--- config.mk ---
export PLATFORM = sky130hd
export DESIGN_NAME = cluster_ctrl_top
export DESIGN_NICKNAME = d
export VERILOG_FILES = /design/src/hw/cluster_pkg.sv /design/src/hw/cluster_ctrl_top.sv /design/src/hw/hart_wakeup_ctrl.sv /design/src/hw/cluster_periph_regs.sv
export VERILOG_INCLUDE_DIRS = /design/src /design/src/include
export SDC_FILE = /design/constraint.sdc
export NUM_CORES = 1
export LEC_CHECK = 0
export BUFFER_PORTS_ARGS = -buffer_cell sky130_fd_sc_hd__buf_2
export CAP_MARGIN = 5
export CORE_MARGIN = 1
export CORE_UTILIZATION = 47
export DETAILED_ROUTE_END_ITERATION = 12
export PLACE_DENSITY = 0.8
export SLEW_MARGIN = 20
export SYNTH_ARGS = -nofsm -noshare
export SYNTH_HDL_FRONTEND = slang
export SYNTH_SLANG_ARGS = --single-unit
--- constraint.sdc ---
create_clock -name clk_i -period 1.36 [get_ports clk_i]
set_input_delay 0.068 -clock clk_i [delete_from_list [all_inputs] [get_ports clk_i]]
set_output_delay 0.068 -clock clk_i [all_outputs]
set_load 0.1 [all_outputs]
--- src/include/cluster_consts.svh ---
// ~~~~~~~~~~~~~~~~~~~~~~~~~~~~~~
// The cluster size is fixed at build time
// Register offsets are byte offsets of 32-bit words
// ~~~~~~~~~~~~~~~~~~~~~~~~~~~~~~

`ifndef CLUSTER_CONSTS_SVH
`define CLUSTER_CONSTS_SVH

// Number of harts in the cluster
`define CL_NR_HARTS 4

// Narrow bus data and address width
`define CL_DATA_W 32

// Peripheral register map
`define CL_REG_SCRATCH0  32'h0000_0000
`define CL_REG_CLINT_SET 32'h0000_0004
`define CL_REG_CLINT_CLR 32'h0000_0008
`define CL_REG_STATUS    32'h0000_000C

`endif
--- src/hw/cluster_pkg.sv ---
// ~~~~~~~~~~~~~~~~~~~~~~~~~~~~~~
// Widths come from cluster_consts.svh
// The narrow bus has no ready, responses follow one cycle later
// ~~~~~~~~~~~~~~~~~~~~~~~~~~~~~~

`include "cluster_consts.svh"

package cluster_pkg;

  // Register offset or boot address
  typedef logic [`CL_DATA_W-1:0] addr_t;

  // Bus data word
  typedef logic [`CL_DATA_W-1:0] data_t;

  // One bit per hart
  typedef logic [`CL_NR_HARTS-1:0] hart_mask_t;

  // Narrow bus request, one access per valid cycle
  typedef struct packed {
    logic  valid;
    logic  write;
    addr_t addr;
    data_t wdata;
  } narrow_req_t;

  // Narrow bus response, rdata is zero for writes
  typedef struct packed {
    logic  valid;
    data_t rdata;
  } narrow_resp_t;

  // Harts booting this cycle share one entry point
  typedef struct packed {
    hart_mask_t hart_mask;
    addr_t      entry;
  } boot_req_t;

  typedef enum logic [1:0] {
    WAKE_SLEEP = 2'd0,
    WAKE_BOOT  = 2'd1,
    WAKE_RUN   = 2'd2
  } wake_state_e;

endpackage

--- src/hw/cluster_ctrl_top.sv ---
// ~~~~~~~~~~~~~~~~~~~~~~~~~~~~~~
// Host writes to CLINT_SET boot a hart two cycles later
// ~~~~~~~~~~~~~~~~~~~~~~~~~~~~~~

`include "cluster_consts.svh"

module cluster_ctrl_top
  import cluster_pkg::*;
(
  input  logic         clk_i,
  input  logic         arst_n_i,
  input  narrow_req_t  narrow_req_i,
  output narrow_resp_t narrow_resp_o,
  input  hart_mask_t   msip_i,
  output boot_req_t    boot_o,
  output hart_mask_t   running_o
);

  hart_mask_t clint_pending;
  addr_t      entry_point;
  hart_mask_t hart_running;

  // Register port facing the host
  cluster_periph_regs i_periph_regs (
    .clk_i           (clk_i),
    .arst_n_i        (arst_n_i),
    .narrow_req_i    (narrow_req_i),
    .narrow_resp_o   (narrow_resp_o),
    .hart_running_i  (hart_running),
    .clint_pending_o (clint_pending),
    .entry_point_o   (entry_point)
  );

  // Per-hart sleep and boot control
  hart_wakeup_ctrl i_wakeup_ctrl (
    .clk_i           (clk_i),
    .arst_n_i        (arst_n_i),
    .msip_i          (msip_i),
    .clint_pending_i (clint_pending),
    .entry_point_i   (entry_point),
    .boot_o          (boot_o),
    .running_o       (hart_running)
  );

  assign running_o = hart_running;

endmodule

--- src/hw/hart_wakeup_ctrl.sv ---
// ~~~~~~~~~~~~~~~~~~~~~~~~~~~~~~
// msip_i is a level, sampled every edge
// Harts booting together share one entry value
// ~~~~~~~~~~~~~~~~~~~~~~~~~~~~~~

`include "cluster_consts.svh"

module hart_wakeup_ctrl
  import cluster_pkg::*;
(
  input  logic       clk_i,
  input  logic       arst_n_i,
  input  hart_mask_t msip_i,
  input  hart_mask_t clint_pending_i,
  input  addr_t      entry_point_i,
  output boot_req_t  boot_o,
  output hart_mask_t running_o
);

  hart_mask_t boot_mask;
  hart_mask_t run_mask;

  for (genvar h = 0; h < `CL_NR_HARTS; h++) begin : gen_hart
    wake_state_e state_q;
    wake_state_e state_d;
    logic        wake;

    // Software or cluster-local interrupt wakes the hart
    assign wake = msip_i[h] | clint_pending_i[h];

    always_comb begin
      state_d = state_q;
      unique case (state_q)
        WAKE_SLEEP: begin
          if (wake) begin
            state_d = WAKE_BOOT;
          end
        end
        // Boot lasts exactly one cycle
        WAKE_BOOT: begin
          state_d = WAKE_RUN;
        end
        WAKE_RUN: begin
          if (!wake) begin
            state_d = WAKE_SLEEP;
          end
        end
        default: begin
          state_d = WAKE_SLEEP;
        end
      endcase
    end

    always_ff @(posedge clk_i or negedge arst_n_i) begin
      if (!arst_n_i) begin
        state_q <= WAKE_SLEEP;
      end else begin
        state_q <= state_d;
      end
    end

    assign boot_mask[h] = (state_q == WAKE_BOOT);
    assign run_mask[h]  = (state_q == WAKE_RUN);

    // Boot is a single pulse followed by running
    a_boot_pulse: assert property (
      @(posedge clk_i) disable iff (!arst_n_i)
        boot_o.hart_mask[h] |=> (!boot_o.hart_mask[h] && running_o[h]))
      else $error("hart %0d boot pulse not followed by run", h);

    a_boot_not_running: assert property (
      @(posedge clk_i) disable iff (!arst_n_i)
        !(boot_o.hart_mask[h] && running_o[h]))
      else $error("hart %0d boots while running", h);
  end

  assign boot_o.hart_mask = boot_mask;
  // Entry is zero whenever no hart boots
  assign boot_o.entry     = (|boot_mask) ? entry_point_i : '0;
  assign running_o        = run_mask;

endmodule

--- src/hw/cluster_periph_regs.sv ---
// ~~~~~~~~~~~~~~~~~~~~~~~~~~~~~~
// Unmapped offsets read as zero and ignore writes
// Only the low CL_NR_HARTS bits of CLINT writes are used
// ~~~~~~~~~~~~~~~~~~~~~~~~~~~~~~

`include "cluster_consts.svh"

module cluster_periph_regs
  import cluster_pkg::*;
(
  input  logic         clk_i,
  input  logic         arst_n_i,
  input  narrow_req_t  narrow_req_i,
  output narrow_resp_t narrow_resp_o,
  input  hart_mask_t   hart_running_i,
  output hart_mask_t   clint_pending_o,
  output addr_t        entry_point_o
);

  addr_t      scratch_q;
  hart_mask_t pending_q;
  hart_mask_t pending_d;
  hart_mask_t wr_mask;
  logic       sel_scratch;
  logic       sel_set;
  logic       sel_clr;
  logic       sel_status;
  logic       wr_en;
  logic       rd_en;
  data_t      rd_data;
  logic       resp_valid_q;
  data_t      resp_rdata_q;

  // Full-width compare so aliases above the map stay unmapped
  assign sel_scratch = (narrow_req_i.addr == addr_t'(`CL_REG_SCRATCH0));
  assign sel_set     = (narrow_req_i.addr == addr_t'(`CL_REG_CLINT_SET));
  assign sel_clr     = (narrow_req_i.addr == addr_t'(`CL_REG_CLINT_CLR));
  assign sel_status  = (narrow_req_i.addr == addr_t'(`CL_REG_STATUS));

  assign wr_en   = narrow_req_i.valid & narrow_req_i.write;
  assign rd_en   = narrow_req_i.valid & ~narrow_req_i.write;
  assign wr_mask = narrow_req_i.wdata[`CL_NR_HARTS-1:0];

  // Set and clear live at different offsets, so they never collide
  always_comb begin
    pending_d = pending_q;
    if (wr_en && sel_set) begin
      pending_d = pending_q | wr_mask;
    end else if (wr_en && sel_clr) begin
      pending_d = pending_q & ~wr_mask;
    end
  end

  always_comb begin
    rd_data = '0;
    if (sel_scratch) begin
      rd_data = data_t'(scratch_q);
    end else if (sel_set || sel_clr) begin
      rd_data = data_t'(pending_q);
    end else if (sel_status) begin
      // Pending above running, zero-extended
      rd_data = data_t'({pending_q, hart_running_i});
    end
  end

  always_ff @(posedge clk_i or negedge arst_n_i) begin
    if (!arst_n_i) begin
      scratch_q    <= '0;
      pending_q    <= '0;
      resp_valid_q <= 1'b0;
    end else begin
      if (wr_en && sel_scratch) begin
        scratch_q <= addr_t'(narrow_req_i.wdata);
      end
      pending_q    <= pending_d;
      resp_valid_q <= narrow_req_i.valid;
    end
  end

  // Write responses and idle cycles carry zero data
  always_ff @(posedge clk_i) begin
    resp_rdata_q <= rd_en ? rd_data : '0;
  end

  assign narrow_resp_o.valid = resp_valid_q;
  assign narrow_resp_o.rdata = resp_rdata_q;

  assign clint_pending_o = pending_q;
  assign entry_point_o   = scratch_q;

  // Every request gets its response on the next cycle, and only then
  property p_resp_follows_req;
    @(posedge clk_i) disable iff (!arst_n_i)
      narrow_req_i.valid |=> narrow_resp_o.valid;
  endproperty

  property p_no_spurious_resp;
    @(posedge clk_i) disable iff (!arst_n_i)
      !narrow_req_i.valid |=> !narrow_resp_o.valid;
  endproperty

  // A pending mask read never shows bits beyond the hart count
  property p_pending_width;
    @(posedge clk_i) disable iff (!arst_n_i)
      (rd_en && (sel_set || sel_clr)) |=>
        (narrow_resp_o.rdata[`CL_DATA_W-1:`CL_NR_HARTS] == '0);
  endproperty

  a_resp_follows_req: assert property (p_resp_follows_req)
    else $error("no response one cycle after request");

  a_no_spurious_resp: assert property (p_no_spurious_resp)
    else $error("response without a request");

  a_pending_width: assert property (p_pending_width)
    else $error("pending read has bits above the hart count");

endmodule

==> results.cfg, run 1 <==
[synth]
netlist_area_um2 = 3260
synth_area_per_cell_um2 = 10.6
yosys.area.top_type = dfrtp_1
yosysUniqueCellTypes = 31
syn-num-nets = 380
yosysSeqAreaShare_pct = 54.3
yosysTopAreaCellShare_pct = 34.6
yosys_register_bits = 77
yosys-top-cells-area = dfrtp_1 (35%), dfxtp_1 (20%), mux2_2 (10%), and2_1 (6.1%), nor3_1 (4.8%)
yosysWarnings = 0
synth_cells = 308

[outcome]
firstError = [ERROR DPL-0038] Utilization greater than 100%, impossible to legalize
haltStage = global routing
status = stopped before the end

[placement]
port_buffers = 144
gp_congestion = 0.816
place_ws_ps = -512
place_hpwl_mm = 6.75

[clock_network]
clockRootBuffer = clkbuf_8
clk_path_buf_depth = 2
cts_buffers = 9
h-tree-depth = 3
clock_sinks = 77

[floorplan]
num_rows = 29
initial_core_util_pct = 49.8
boundaryPins = 145
die_h_um = 85.2
die_x_um = 85.2

[global_routing]
grt_max_degree = 46

[timing]
endpoint_type = primary output
crit_endpoint = boot_o[8]
[synth_stat cells (all sizes together)]
master	count
nor2b	5
nor4	8
dfxtp	32
a2111oi	3
nand4	3
nand2b	9
a21oi	4
inv	32
or4	2
and2	32
dfrtp	45
a211oi	2
and3b	1
nor2	13
mux2	32
or2	1
nand2	14
buf	10
mux2i	4
o311ai	4
nand3	7
o41ai	4
clkbuf	10
nor3	31
[through the flow]
stage,instances,area [um^2]
floorplan,308,3560
global placement,542,5160
detailed placement,542,5160
CTS,597,5860
[cells by family after synthesis]
family                 Yosys count  share of synthesized area (%)
and+or+nand+nor                126                           22.3
DFF                             77                           54.3
buffers and inverters           52                           6.80
muxes                           36                           12.3
AOI/OAI and AO/OA               17                           4.30
[repair_timing]
action	CTS
hold buffers	35
resized for setup	16
cloned	1
pin swaps	20
buffers inserted	3
setup endpoints to repair	46
endpoints found under the hold margin	79
==> inputs of run 2 (changes only) <==
CORE_UTILIZATION = 40   (was 47)
PLACE_DENSITY = default   (was 0.8)
PLACE_DENSITY_LB_ADDON = 0.15   (was default)
==> run 2 against run 1 <==
  * The flow now finishes, with violations (setup timing)
  * Synthesized area is the same
  * Synthesized cell count is the same
==> results.cfg, run 2 <==
[hold_path]
hp-start = msip_i[2]
hold_depth = 3
min_path_type = input port to flop
hold-path-endpoint = i_wakeup_ctrl.gen_hart[2].state_q[0]$_DFFE_PN0P_

[floorplan]
die_x_um = 92.2
die_h_um = 92.2
core_area_um2 = 7810
die-area_um2 = 8500
initial_core_util_pct = 41.7
boundaryPins = 145
num_rows = 32

[placement]
placed_cells = 567
place_hpwl_mm = 6.52
port_buffers = 144
gp_congestion = 0.772
placed_area_um2 = 5160

[synth]
yosys-top-cells-area = dfrtp_1 (35%), dfxtp_1 (20%), mux2_2 (10%), and2_1 (6.1%), nor3_1 (4.8%)
yosys.area.top_type = dfrtp_1
synth_area_per_cell_um2 = 10.6
synth_most_common_cell = dfrtp_1
synth_edf_count = 0
ys.flop_type = dfrtp_1
yosysWarnings = 0
yosysTopAreaCellShare_pct = 34.6
yosysUniqueCellTypes = 31
yosys_register_bits = 77
ys_top_cells_by_count = dfrtp_1 (45), and2_1 (32), dfxtp_1 (32), inv_1 (32), nor3_1 (31)
yosysSeqAreaShare_pct = 54.3
netlist_area_um2 = 3260
syn-num-nets = 380
synthArstFlopShare_pct = 58.4
synth_cells = 308

[timing]
skew_ps = 8.48
slew_headroom_pct = 59.2
fin_ws_ps = -371
setup_viol = 96
whs_ps = 8.72
rsz0062_at_grt = true
final_hold_viol_count = 0
fmax_mhz = 578
worst_pin_slew_ps = 613
finalMaxSlewViolations = 0
min_period_ps = 1730
fin_crit_sh_pct = 127

[global_routing]
antenna_found_initial = 0
grt_util_all_layers_pct = 26.8
grt_pass1_wl_mm = 17.3
gr-total-overflow = 0
grt_max_degree = 25
grt_pass1_vias = 3384

[layout]
final_cell_area_um2 = 6530
layout_commonest_cell = buf_2
layout-drive-gt1-share_pct = 63.0
syn_to_final_growth_pct = 100
final_cell_mix = buf_2 (94), buf_12 (48), dfrtp_1 (45), dlygate4sd3_1 (35)
final-instance-count-excl-fill = 637
antenna-diode-count = 0
fillers = 431
finalNetCount = 602

[clock_network]
clockRootBuffer = clkbuf_8
h-tree-depth = 3
clkTransAtPathRegs_ps = 80
clk_path_buf_depth = 2
clock_sinks = 77
cts_tree = done
cts_buffers = 9
clk_latency_ps = 360

[detailed_routing]
wl_per_cell_um = 18.3
drt_iter0_markers = 149
drc = 0
routed_wl_mm = 11.7
vias = 3235
antenna_left = 0
first_pass_iters = 4
vias_per_cell = 5.08

[outcome]
violations = setup timing
status = finished, violations left

[worst_setup_path]
rr_worst_depth = 5
reg2reg_from = i_wakeup_ctrl.gen_hart[1].state_q[1]$_DFFE_PN0P_
cp_data_arrival_time_ps = 1660
critical_path.startpoint_type = flop
cp_max_fo = 16
r2r_slack_ps = 80
reg2reg_to = i_periph_regs.resp_rdata_q[1]$_SDFF_PN0_
cp.required_ps = 1290
cp-end-kind = primary output
criticalPathCategory = flop to primary output

[power_and_ir_drop]
p_per_area_nw_per_um2 = 1160
p_leak_nw = 3.07
peakVddDrop_v = 0.000865
power_mw = 7.55

[run]
drv_cap = 0
-- run 2: worst max-delay path, stage by stage (launching register included) --
cell	delay, ps
dfrtp_1	390
nand2b_4	150
nand4_1	110
buf_6	160
buf_16	160
and2_4	170
buf_12	170
-- run 2: cells by family (layout without fill, tap and decap cells) --
family	after synthesis	count (layout)	share of synthesized area, %
flops	77	77	54.3
mux	36	36	12.3
simple gates	126	126	22.3
buf+inv	52	279	6.80
compound gates	17	17	4.30
-- run 2: per-layer routing --
| layer | wire (um) | global-route usage [%] | up-vias |
|---|---|---|---|
| li1 | - | - | 1482 |
| met5 | 0 | 0 | - |
| met2 | 6200 | 46.1 | 128 |
| met1 | 4560 | 32.0 | 1596 |
| met3 | 650 | 6.80 | 29 |
| met4 | 267 | 10.2 | 0 |
-- run 2: where the power goes --
| group | total, mW | leakage [nW] | switching, mW | internal, mW |
|---|---|---|---|---|
| Combinational | 3.13 | 2.08 | 1.70 | 1.43 |
| Clock | 1.93 | 0.112 | 0.853 | 1.08 |
| Sequential | 2.48 | 0.875 | 0.101 | 2.38 |
| Total | 7.55 | 3.07 | 2.65 | 4.90 |
-- run 2: worst max path at each step --
stage / start / to / cells after the start
after global placement: narrow_req_i[42] / flop / 6
final: i_wakeup_ctrl.gen_hart[3].state_q[1]$_DFFE_PN0P_ / boot_o[16] / 6
after floorplan: i_wakeup_ctrl.gen_hart[2].state_q[0]$_DFFE_PN0P_ / i_periph_regs.resp_rdata_q[2]$_SDFF_PN0_ / 3
after CTS: i_wakeup_ctrl.gen_hart[3].state_q[1]$_DFFE_PN0P_ / boot_o[18] / 6
after global routing: i_wakeup_ctrl.gen_hart[3].state_q[1]$_DFFE_PN0P_ / boot_o[30] / 6
after detailed placement: narrow_req_i[42] / flop / 6
-- run 2: through the flow --
| step | util, % | worst slack, ps | setup TNS [ps] |
|---|---|---|---|
| global placement | 66.1 | -390 | -21760 |
| detailed placement | 66.1 | -433 | -23650 |
| CTS | 79.6 | -371 | -12740 |
| floorplan | - | -193 | -9880 |
| finish | 83.6 | -371 | -20160 |
| global route | 83.6 | -423 | -25080 |
-- run 2: area by class of cell --
class | instances | area [um^2] | share of cell area, %
sequential | 77 | 1770 | 27.1
multi-input combinational | 179 | 1900 | 29.2
timing repair buffer | 231 | 2380 | 36.5
tap | 102 | 128 | 1.96
clock buffer | 10 | 138 | 2.11
inverter | 32 | 120 | 1.84
clock inverter | 6 | 86.3 | 1.32
-- run 2: what timing repair did --
item,CTS,global route
buffers inserted,11,5
hold buffers,35,0
endpoints found under the hold margin,79,0
cloned,6,2
pin swaps,26,10
endpoints found under the setup margin,73,104
resized for setup,51,70
No activity file was read; power rests on OpenSTA's default activity.
